**config.mk**
```make
export PLATFORM = sky130hd
export DESIGN_NAME = t08_execute
export DESIGN_NICKNAME = d
export VERILOG_FILES = /design/src/design/t08_pkg.sv /design/src/design/t08_decoder.sv /design/src/design/t08_register_file.sv /design/src/design/t08_alu.sv /design/src/design/t08_pc_unit.sv /design/src/design/t08_writeback.sv /design/src/design/t08_execute.sv
export VERILOG_INCLUDE_DIRS = /design/src /design/src/design
export SDC_FILE = /design/constraint.sdc
export NUM_CORES = 2
export LEC_CHECK = 0
export BUFFER_PORTS_ARGS = -buffer_cell sky130_fd_sc_hd__buf_2
export CAP_MARGIN = 25
export CELL_PAD_IN_SITES_DETAIL_PLACEMENT = 1
export CELL_PAD_IN_SITES_GLOBAL_PLACEMENT = 2
export CORE_MARGIN = 2
export CORE_UTILIZATION = 35
export CTS_BUF_LIST = sky130_fd_sc_hd__clkbuf_8 sky130_fd_sc_hd__clkbuf_16
export CTS_CLUSTER_SIZE = 40
export DETAILED_ROUTE_END_ITERATION = 10
export GPL_ROUTABILITY_DRIVEN = 0
export PLACE_DENSITY = 0.72
export REMOVE_ABC_BUFFERS = 1
export SLEW_MARGIN = 40
export SYNTH_ARGS = -nofsm -noshare
export SYNTH_HDL_FRONTEND = slang
export SYNTH_SLANG_ARGS = --single-unit
```
**constraint.sdc**
```tcl
create_clock -name clk -period 10.75 [get_ports clk]
set_clock_uncertainty 0.15 [all_clocks]
set_input_delay 1.075 -clock clk [delete_from_list [all_inputs] [get_ports clk]]
set_output_delay 1.075 -clock clk [all_outputs]
set_load 0.05 [all_outputs]
```
**src/design/t08_params.svh**
```systemverilog
`ifndef T08_PARAMS_SVH
`define T08_PARAMS_SVH

// Data path width of the RV32I slice
`define T08_XLEN 32

// Architectural registers, x0 included
`define T08_NUM_REGS 32

// Program counter value after reset
`define T08_RESET_PC 32'h0000_0000

`endif

```
**src/design/t08_pkg.sv**
```systemverilog
`include "t08_params.svh"

package t08_pkg;

    typedef logic [`T08_XLEN-1:0] word_t;                   // Data, address and PC
    typedef logic [$clog2(`T08_NUM_REGS)-1:0] reg_idx_t;     // Register index

    typedef enum logic [5:0] {
        ADD   = 6'd1,  SUB   = 6'd2,  SLL   = 6'd3,  SLT   = 6'd4,   // R type
        SLTU  = 6'd5,  XOR   = 6'd6,  SRL   = 6'd7,  SRA   = 6'd8,
        OR    = 6'd9,  AND   = 6'd10,
        ADDI  = 6'd11, SLTI  = 6'd12, SLTIU = 6'd13, XORI  = 6'd14,  // I type
        ORI   = 6'd15, ANDI  = 6'd16, SLLI  = 6'd17, SRLI  = 6'd18,
        SRAI  = 6'd19,
        LB    = 6'd20, LH    = 6'd21, LW    = 6'd22, LBU   = 6'd23,  // Loads
        LHU   = 6'd24,
        SB    = 6'd25, SH    = 6'd26, SW    = 6'd27,                 // S type
        BEQ   = 6'd28, BNE   = 6'd29, BLT   = 6'd30, BGE   = 6'd31,  // B type
        BLTU  = 6'd32, BGEU  = 6'd33,
        AUIPC = 6'd35,                                               // U type
        JAL   = 6'd36,                                               // J type
        JALR  = 6'd37
    } alu_operations;

endpackage

```
**src/design/t08_decoder.sv**
```systemverilog
`timescale 1ns/1ps
`include "t08_params.svh"

module t08_decoder (
    input  t08_pkg::word_t         instr,
    output t08_pkg::alu_operations alu_control,
    output t08_pkg::word_t         immediate,
    output t08_pkg::reg_idx_t      rs1,
    output t08_pkg::reg_idx_t      rs2,
    output t08_pkg::reg_idx_t      rd,
    output logic                   reg_write,
    output logic                   is_load,
    output logic                   is_store,
    output logic                   is_jump,
    output logic                   illegal
);

    localparam logic [6:0] op_r_type = 7'b0110011;
    localparam logic [6:0] op_imm    = 7'b0010011;
    localparam logic [6:0] op_load   = 7'b0000011;
    localparam logic [6:0] op_store  = 7'b0100011;
    localparam logic [6:0] op_branch = 7'b1100011;
    localparam logic [6:0] op_lui    = 7'b0110111;
    localparam logic [6:0] op_auipc  = 7'b0010111;
    localparam logic [6:0] op_jal    = 7'b1101111;
    localparam logic [6:0] op_jalr   = 7'b1100111;

    logic [6:0] opcode;
    logic [2:0] funct3;
    logic       funct7_alt;                                  // Bit 30 picks SUB and SRA

    assign opcode     = instr[6:0];
    assign funct3     = instr[14:12];
    assign funct7_alt = instr[30];

    assign rd  = instr[11:7];
    assign rs2 = instr[24:20];
    assign rs1 = (opcode == op_lui) ? '0 : instr[19:15];     // LUI adds to x0

    always_comb begin : immediate_gen
        case (opcode)
            op_store:         immediate = {{20{instr[31]}}, instr[31:25], instr[11:7]};
            op_branch:        immediate = {{19{instr[31]}}, instr[31], instr[7],
                                           instr[30:25], instr[11:8], 1'b0};
            op_lui, op_auipc: immediate = {instr[31:12], 12'b0};
            op_jal:           immediate = {{11{instr[31]}}, instr[31], instr[19:12],
                                           instr[20], instr[30:21], 1'b0};
            default:          immediate = {{20{instr[31]}}, instr[31:20]};  // I type
        endcase
    end

    always_comb begin : operation_decode
        alu_control = t08_pkg::ADD;
        reg_write   = 1'b0;
        is_load     = 1'b0;
        is_store    = 1'b0;
        is_jump     = 1'b0;
        illegal     = 1'b0;

        case (opcode)
            op_r_type: begin
                reg_write = 1'b1;
                case (funct3)
                    3'b000:  alu_control = funct7_alt ? t08_pkg::SUB : t08_pkg::ADD;
                    3'b001:  alu_control = t08_pkg::SLL;
                    3'b010:  alu_control = t08_pkg::SLT;
                    3'b011:  alu_control = t08_pkg::SLTU;
                    3'b100:  alu_control = t08_pkg::XOR;
                    3'b101:  alu_control = funct7_alt ? t08_pkg::SRA : t08_pkg::SRL;
                    3'b110:  alu_control = t08_pkg::OR;
                    default: alu_control = t08_pkg::AND;
                endcase
            end
            op_imm: begin
                reg_write = 1'b1;
                case (funct3)
                    3'b000:  alu_control = t08_pkg::ADDI;
                    3'b001:  alu_control = t08_pkg::SLLI;
                    3'b010:  alu_control = t08_pkg::SLTI;
                    3'b011:  alu_control = t08_pkg::SLTIU;
                    3'b100:  alu_control = t08_pkg::XORI;
                    3'b101:  alu_control = funct7_alt ? t08_pkg::SRAI : t08_pkg::SRLI;
                    3'b110:  alu_control = t08_pkg::ORI;
                    default: alu_control = t08_pkg::ANDI;
                endcase
            end
            op_load: begin
                reg_write = 1'b1;                            // Write-back drops it
                is_load   = 1'b1;
                case (funct3)
                    3'b000:  alu_control = t08_pkg::LB;
                    3'b001:  alu_control = t08_pkg::LH;
                    3'b010:  alu_control = t08_pkg::LW;
                    3'b100:  alu_control = t08_pkg::LBU;
                    3'b101:  alu_control = t08_pkg::LHU;
                    default: illegal     = 1'b1;
                endcase
            end
            op_store: begin
                is_store = 1'b1;
                case (funct3)
                    3'b000:  alu_control = t08_pkg::SB;
                    3'b001:  alu_control = t08_pkg::SH;
                    3'b010:  alu_control = t08_pkg::SW;
                    default: illegal     = 1'b1;
                endcase
            end
            op_branch: begin
                case (funct3)
                    3'b000:  alu_control = t08_pkg::BEQ;
                    3'b001:  alu_control = t08_pkg::BNE;
                    3'b100:  alu_control = t08_pkg::BLT;
                    3'b101:  alu_control = t08_pkg::BGE;
                    3'b110:  alu_control = t08_pkg::BLTU;
                    3'b111:  alu_control = t08_pkg::BGEU;
                    default: illegal     = 1'b1;
                endcase
            end
            op_lui: begin
                reg_write   = 1'b1;
                alu_control = t08_pkg::ADDI;                 // x0 plus U immediate
            end
            op_auipc: begin
                reg_write   = 1'b1;
                alu_control = t08_pkg::AUIPC;
            end
            op_jal: begin
                reg_write   = 1'b1;
                is_jump     = 1'b1;
                alu_control = t08_pkg::JAL;
            end
            op_jalr: begin
                reg_write   = 1'b1;
                is_jump     = 1'b1;
                alu_control = t08_pkg::JALR;
            end
            default: illegal = 1'b1;
        endcase

        // An illegal word must not touch any state
        if (illegal) begin
            alu_control = t08_pkg::ADD;
            reg_write   = 1'b0;
            is_load     = 1'b0;
            is_store    = 1'b0;
            is_jump     = 1'b0;
        end
    end

endmodule

```
**src/design/t08_register_file.sv**
```systemverilog
`timescale 1ns/1ps
`include "t08_params.svh"

module t08_register_file (
    input  logic              clk,
    input  logic              rst_n,
    input  t08_pkg::reg_idx_t rs1,
    input  t08_pkg::reg_idx_t rs2,
    output t08_pkg::word_t    rs1_data,
    output t08_pkg::word_t    rs2_data,
    input  logic              we,
    input  t08_pkg::reg_idx_t waddr,
    input  t08_pkg::word_t    wdata
);

    t08_pkg::word_t regs [1:`T08_NUM_REGS-1];                // No storage for x0

    always_ff @(posedge clk) begin
        if (!rst_n) begin
            for (int i = 1; i < `T08_NUM_REGS; i++) begin
                regs[i] <= '0;
            end
        end else if (we && (waddr != '0)) begin
            regs[waddr] <= wdata;
        end
    end

    // Reads see the old value during a same-cycle write
    assign rs1_data = (rs1 == '0) ? '0 : regs[rs1];
    assign rs2_data = (rs2 == '0) ? '0 : regs[rs2];

endmodule

```
**src/design/t08_alu.sv**
```systemverilog
`timescale 1ns/1ps

module t08_alu (
    input  t08_pkg::word_t         reg1,
    input  t08_pkg::word_t         reg2,
    input  t08_pkg::word_t         immediate,
    input  t08_pkg::word_t         program_counter,
    input  t08_pkg::alu_operations alu_control,
    output t08_pkg::word_t         data_out,
    output logic                   branch
);

    t08_pkg::word_t in1;                                     // Operands after selection
    t08_pkg::word_t in2;

    always_comb begin : input_multiplexer
        case (alu_control)
            t08_pkg::ADDI, t08_pkg::SLTI, t08_pkg::SLTIU, t08_pkg::XORI,
            t08_pkg::ORI, t08_pkg::ANDI, t08_pkg::SLLI, t08_pkg::SRLI,
            t08_pkg::SRAI, t08_pkg::LB, t08_pkg::LH, t08_pkg::LW,
            t08_pkg::LBU, t08_pkg::LHU, t08_pkg::SB, t08_pkg::SH,
            t08_pkg::SW, t08_pkg::JALR: begin
                in1 = reg1;
                in2 = immediate;
            end
            t08_pkg::AUIPC: begin
                in1 = program_counter;
                in2 = immediate;
            end
            default: begin                                   // R type and branches
                in1 = reg1;
                in2 = reg2;
            end
        endcase
    end

    always_comb begin : operation_select
        data_out = '0;
        branch   = 1'b0;

        case (alu_control)
            t08_pkg::ADD, t08_pkg::ADDI, t08_pkg::LB, t08_pkg::LH,
            t08_pkg::LW, t08_pkg::LBU, t08_pkg::LHU, t08_pkg::SB,
            t08_pkg::SH, t08_pkg::SW, t08_pkg::AUIPC,
            t08_pkg::JALR:                  data_out = in1 + in2;
            t08_pkg::SUB:                   data_out = in1 - in2;
            t08_pkg::SLL, t08_pkg::SLLI:    data_out = in1 << in2[4:0];
            t08_pkg::SLT, t08_pkg::SLTI:    data_out = {31'b0, $signed(in1) < $signed(in2)};
            t08_pkg::SLTU, t08_pkg::SLTIU:  data_out = {31'b0, in1 < in2};
            t08_pkg::XOR, t08_pkg::XORI:    data_out = in1 ^ in2;
            t08_pkg::SRL, t08_pkg::SRLI:    data_out = in1 >> in2[4:0];
            t08_pkg::SRA, t08_pkg::SRAI:    data_out = $signed(in1) >>> in2[4:0];
            t08_pkg::OR, t08_pkg::ORI:      data_out = in1 | in2;
            t08_pkg::AND, t08_pkg::ANDI:    data_out = in1 & in2;

            t08_pkg::BEQ:   branch = (in1 == in2);
            t08_pkg::BNE:   branch = (in1 != in2);
            t08_pkg::BLT:   branch = ($signed(in1) < $signed(in2));
            t08_pkg::BGE:   branch = ($signed(in1) >= $signed(in2));
            t08_pkg::BLTU:  branch = (in1 < in2);
            t08_pkg::BGEU:  branch = (in1 >= in2);

            default: begin                                   // JAL target is in the PC unit
                data_out = '0;
                branch   = 1'b0;
            end
        endcase
    end

endmodule

```
**src/design/t08_pc_unit.sv**
```systemverilog
`timescale 1ns/1ps
`include "t08_params.svh"

module t08_pc_unit (
    input  logic                   clk,
    input  logic                   rst_n,
    input  logic                   instr_valid,
    input  t08_pkg::alu_operations alu_control,
    input  t08_pkg::word_t         immediate,
    input  t08_pkg::word_t         alu_result,
    input  logic                   branch,
    output t08_pkg::word_t         pc,
    output t08_pkg::word_t         link
);

    t08_pkg::word_t next_pc;

    assign link = pc + 32'd4;                                // Return address

    always_comb begin
        if (branch || (alu_control == t08_pkg::JAL)) begin
            next_pc = pc + immediate;                        // PC relative target
        end else if (alu_control == t08_pkg::JALR) begin
            next_pc = {alu_result[31:1], 1'b0};              // Bit 0 cleared
        end else begin
            next_pc = link;
        end
    end

    always_ff @(posedge clk) begin
        if (!rst_n) begin
            pc <= `T08_RESET_PC;
        end else if (instr_valid) begin
            pc <= next_pc;
        end
    end

endmodule

```
**src/design/t08_writeback.sv**
```systemverilog
`timescale 1ns/1ps

module t08_writeback (
    input  logic              clk,
    input  logic              rst_n,
    input  logic              instr_valid,
    input  t08_pkg::reg_idx_t rd,
    input  logic              reg_write,
    input  logic              is_load,
    input  logic              is_store,
    input  logic              is_jump,
    input  logic              illegal,
    input  logic              branch,
    input  t08_pkg::word_t    alu_result,
    input  t08_pkg::word_t    link,
    output logic              rf_we,
    output t08_pkg::reg_idx_t rf_waddr,
    output t08_pkg::word_t    rf_wdata,
    output logic              wb_valid,
    output logic              wb_we,
    output t08_pkg::reg_idx_t wb_rd,
    output t08_pkg::word_t    wb_data,
    output logic              branch_taken,
    output logic              mem_read,
    output logic              mem_write,
    output logic              illegal_out,
    output t08_pkg::word_t    mem_addr
);

    // Loads have no data to write and x0 stays zero
    assign rf_we    = instr_valid && reg_write && !is_load && (rd != '0);
    assign rf_waddr = rd;
    assign rf_wdata = is_jump ? link : alu_result;

    always_ff @(posedge clk) begin
        if (!rst_n) begin
            wb_valid     <= 1'b0;
            wb_we        <= 1'b0;
            branch_taken <= 1'b0;
            mem_read     <= 1'b0;
            mem_write    <= 1'b0;
            illegal_out  <= 1'b0;
        end else begin
            wb_valid     <= instr_valid;                     // One cycle per instruction
            wb_we        <= rf_we;
            branch_taken <= instr_valid && branch;
            mem_read     <= instr_valid && is_load;
            mem_write    <= instr_valid && is_store;
            illegal_out  <= instr_valid && illegal;
        end
    end

    always_ff @(posedge clk) begin
        if (instr_valid) begin                               // Payload holds when idle
            wb_rd    <= rf_waddr;
            wb_data  <= rf_wdata;
            mem_addr <= alu_result;
        end
    end

endmodule

```
**src/design/t08_execute.sv**
```systemverilog
`timescale 1ns/1ps

module t08_execute (
    input  logic              clk,
    input  logic              rst_n,
    input  logic              instr_valid,
    input  t08_pkg::word_t    instr,
    output t08_pkg::word_t    pc,
    output logic              wb_valid,
    output logic              wb_we,
    output t08_pkg::reg_idx_t wb_rd,
    output t08_pkg::word_t    wb_data,
    output logic              branch_taken,
    output logic              mem_read,
    output logic              mem_write,
    output logic              illegal,
    output t08_pkg::word_t    mem_addr
);

    t08_pkg::alu_operations alu_control;
    t08_pkg::word_t         immediate;
    t08_pkg::reg_idx_t      rs1;
    t08_pkg::reg_idx_t      rs2;
    t08_pkg::reg_idx_t      rd;
    logic                   reg_write;
    logic                   is_load;
    logic                   is_store;
    logic                   is_jump;
    logic                   dec_illegal;                     // Unregistered decode flag

    t08_pkg::word_t         rs1_data;
    t08_pkg::word_t         rs2_data;
    t08_pkg::word_t         alu_result;
    logic                   branch;
    t08_pkg::word_t         link;

    logic                   rf_we;
    t08_pkg::reg_idx_t      rf_waddr;
    t08_pkg::word_t         rf_wdata;

    t08_decoder decoder_i (
        .instr       (instr),
        .alu_control (alu_control),
        .immediate   (immediate),
        .rs1         (rs1),
        .rs2         (rs2),
        .rd          (rd),
        .reg_write   (reg_write),
        .is_load     (is_load),
        .is_store    (is_store),
        .is_jump     (is_jump),
        .illegal     (dec_illegal)
    );

    t08_register_file register_file_i (
        .clk      (clk),
        .rst_n    (rst_n),
        .rs1      (rs1),
        .rs2      (rs2),
        .rs1_data (rs1_data),
        .rs2_data (rs2_data),
        .we       (rf_we),
        .waddr    (rf_waddr),
        .wdata    (rf_wdata)
    );

    t08_alu alu_i (
        .reg1            (rs1_data),
        .reg2            (rs2_data),
        .immediate       (immediate),
        .program_counter (pc),
        .alu_control     (alu_control),
        .data_out        (alu_result),
        .branch          (branch)
    );

    t08_pc_unit pc_unit_i (
        .clk         (clk),
        .rst_n       (rst_n),
        .instr_valid (instr_valid),
        .alu_control (alu_control),
        .immediate   (immediate),
        .alu_result  (alu_result),
        .branch      (branch),
        .pc          (pc),
        .link        (link)
    );

    t08_writeback writeback_i (
        .clk          (clk),
        .rst_n        (rst_n),
        .instr_valid  (instr_valid),
        .rd           (rd),
        .reg_write    (reg_write),
        .is_load      (is_load),
        .is_store     (is_store),
        .is_jump      (is_jump),
        .illegal      (dec_illegal),
        .branch       (branch),
        .alu_result   (alu_result),
        .link         (link),
        .rf_we        (rf_we),
        .rf_waddr     (rf_waddr),
        .rf_wdata     (rf_wdata),
        .wb_valid     (wb_valid),
        .wb_we        (wb_we),
        .wb_rd        (wb_rd),
        .wb_data      (wb_data),
        .branch_taken (branch_taken),
        .mem_read     (mem_read),
        .mem_write    (mem_write),
        .illegal_out  (illegal),
        .mem_addr     (mem_addr)
    );

endmodule

```
==> run_results.csv <==
group,metric,value,unit
outcome,outcome,"completed",
worst_setup_path,r2r_setup_slack,3140,ps
worst_setup_path,worstPathRequired,11140,ps
timing,period_minus_slack,9100,ps
power_and_ir_drop,total_leakage_power,28.9,nW
logic_synthesis,synth_flop_cell,"edfxtp_1",
floorplan,die_y,451,um
power_and_ir_drop,report.power.total,14.2,mW
cts,clk_pin_slew_worst_paths,60,ps
route,drt-wirelength-per-cell,40.0,um
logic_synthesis,synth_edf_count,1093,
placement,port_buffers,141,
finish,layout.nets,6459,
floorplan,fp.coreArea,199000,sq um
worst_setup_path,r2r_cells,18,
logic_synthesis,async_flop_share,0,%
logic_synthesis,syn_inst,6291,
timing,fin_hold_ws,469,ps
timing,clock.fmax,110,MHz
route,routed-wl-met3,38.6,mm
min_path,hold_start,"instr[8]",
worst_setup_path,worstSetupPathType,"input pin to flip-flop",
finish,multiInputGateArea,34200,sq um
timing,finalSetupTns,0,ps
logic_synthesis,syn_area,70000,sq um
floorplan,dieArea,203000,sq um
worst_setup_path,r2r-start,"register_file_i.regs[3][16]$_SDFFCE_PN0P_",
cts,h-tree-depth,4,
timing,slew_viol_final,0,
floorplan,std_cell_rows,164,
timing,setup_viol,0,
cts,numClockSinks,1131,
global_route,grt_max_degree,85,
floorplan,io_pins,142,
cts,post_cts_resized,0,
logic_synthesis,ys_types,116,
min_path,hold-path-cell-count,1,
route,vias,61565,
floorplan,die_x,451,um
route,first_pass_iters,8,
cts,cts_buffer_depth,3,
worst_setup_path,crit_fanout,32,
min_path,hold-path-endpoint,"writeback_i.wb_rd[1]$_DFFE_PP_",
worst_setup_path,critPathCaptureType,"flip-flop",
route,drc,0,
cts,cts_tree,"done",
finish,seq_area,33600,sq um
cts,postCtsHoldBufs,0,
route,maxUsedRoutingLayer,"met5",
route,drtIter0Drc,9311,
global_route,grtUsageTotal,34.7,%
logic_synthesis,yosysWarningCount,0,
global_route,antenna_found_initial,18,
timing,rsz0062_at_grt,"no",
timing,worst_slack,1650,ps
global_route,grt_pass1_vias,60376,
power_and_ir_drop,peakVddDrop,0.000140,V
finish,area_growth,13.2,%
floorplan,start_util,35.1,%
worst_setup_path,start_kind,"input pin",
route,wl_met1,131,mm
global_route,grt_pass1_wl,494,mm
global_route,grt_overflow,0,
cts,cts_buffers,130,
route,drt_wl_total,362,mm
logic_synthesis,ys_ff_latch,1131,
finish,final_common_cell,"edfxtp_1",
timing,slew_headroom,31.7,%
logic_synthesis,seq_area_frac_synth,48.0,%
finish,mostFrequentLayoutCells,"edfxtp_1, nor2_1, mux4_2",
route,ant_nets,0,
finish,fill_cells,21488,
cts,root_buffer,"clkbuf_16",
cts,clock_latency,830,ps
timing,period_share,84.7,%
placement,dp_slack,1220,ps
min_path,hold_path.class,"input pin to flip-flop",
finish,layout-drive-gt1-share,21.6,%
timing,worst_slew_pin_slew,1020,ps
worst_setup_path,r2r_end,"writeback_i.wb_data[29]$_DFFE_PP_",
placement,hpwlAfterDp,243,mm
power_and_ir_drop,power.density,180,nW/um^2
route,wl_met2,159,mm
logic_synthesis,postSynthAreaPerCell,11.1,sq um
cts,postCtsSetupRepairBufs,0,
worst_setup_path,arrival,9490,ps
flow_run,drv_cap,0,
route,vias_per_cell,6.80,
timing,hold_viol_final,0,
-- where the power goes --
| part | total, mW | internal, mW | switching (mW) |
|---|---|---|---|
| sequential | 5.29 | 5.12 | 0.172 |
| clock | 4.47 | 2.43 | 2.04 |
| combinational | 4.49 | 1.17 | 3.32 |
-- final cells by class --
cell class / instances / area share, %
multi-input cells: 4412 / 43.1
flip-flops and latches: 1131 / 42.4
well taps: 2656 / 4.20
repair buffers: 440 / 4.15
clock buffers: 132 / 4.14
clock inverters: 95 / 1.10
inverters: 176 / 0.834
diodes: 9 / 0.0284
-- per-stage QoR --
| step | cells | util [%] | area (sq um) |
|---|---|---|---|
| 6_report | 9051 | 39.8 | 79200 |
| 5_1_grt | 9047 | 39.7 | 79200 |
| 3_3_place_gp | 8805 | 37.5 | 74700 |
| 4_1_cts | 9040 | 39.7 | 79100 |
| 2_1_floorplan | 5719 | - | 67500 |
| 3_5_place_dp | 8813 | 37.6 | 74900 |
-- synthesized netlist by cell type (53+ instances only) --
cell type / n / area (sq um)
a211oi_1: 103 / 773
a21o_1: 58 / 435
a21oi_1: 285 / 1430
a31oi_1: 53 / 332
buf_1: 57 / 214
buf_2: 166 / 831
clkbuf_1: 361 / 1360
edfxtp_1: 1093 / 32800
ha_1: 130 / 1630
inv_1: 161 / 604
mux2i_1: 124 / 1240
mux4_2: 437 / 9840
nand2_1: 359 / 1350
nand3_1: 181 / 906
nor2_1: 1037 / 3890
nor3_1: 215 / 1080
o211ai_1: 81 / 608
o21ai_0: 307 / 1540
o22ai_1: 124 / 776
-- cells by family after synthesis --
kind of cell / after synthesis / synth area share [%]
flip-flops: 1131 / 48.0
other: 1 / 0.00536
AO/OA/AOI/OAI: 1466 / 14.1
buffers and inverters: 779 / 4.63
multiplexers: 609 / 16.6
AND/OR/NAND/NOR: 2101 / 13.3
adder cells (fa/ha/maj): 133 / 2.41
XOR/XNOR: 71 / 0.889
-- state kept, by name (all words and copies together) (netlist names) --
register	flops
writeback_i.wb_valid	1
writeback_i.mem_addr	32
register_file_i.regs	1024
writeback_i.wb_we	1
writeback_i.mem_write	1
writeback_i.illegal_out	1
pc_unit_i.pc	32
writeback_i.wb_rd	5
writeback_i.wb_data	32
writeback_i.mem_read	1
writeback_i.branch_taken	1
-- worst max path at each step --
stage                                                      endpoint  depth (start not counted)  slack [ps]  startpoint
after floorplan               register_file_i.regs[0][23]$_DFFE_PP_                         22        -250    instr[4]
after global placement     register_file_i.regs[7][0]$_SDFFCE_PN0P_                         25         810    instr[6]
after detailed placement  register_file_i.regs[28][0]$_SDFFCE_PN0P_                         26        1220    instr[6]
after CTS                 register_file_i.regs[28][0]$_SDFFCE_PN0P_                         26        2020    instr[6]
after global routing      register_file_i.regs[28][0]$_SDFFCE_PN0P_                         26        1510    instr[6]
final                     register_file_i.regs[28][0]$_SDFFCE_PN0P_                         26        1650    instr[6]
-- metal layers --
metal | global-route usage [%] | up-vias
li1 | - | 24042
met1 | 43.3 | 31840
met2 | 52.3 | 4513
met3 | 7.99 | 1162
met4 | 26.4 | 8
met5 | 0 | -
-- worst max-delay path: stages --
cell,delay [ps]
buf_2,220
nor2b_1,410
nand3_1,670
nand3_1,920
buf_4,360
o21ai_1,320
a222oi_1,680
buf_4,250
inv_1,80
ha_1,470
nand2b_1,120
a21oi_1,210
a211oi_1,90
nor3_1,470
nor2_1,200
o41ai_1,480
buf_4,220
nand2_1,110
xnor2_1,190
nor3_1,80
a2111oi_0,420
buf_4,180
o221ai_1,290
o31ai_4,360
buf_4,420
nor2_1,120
(Power assumes the default switching activity.)
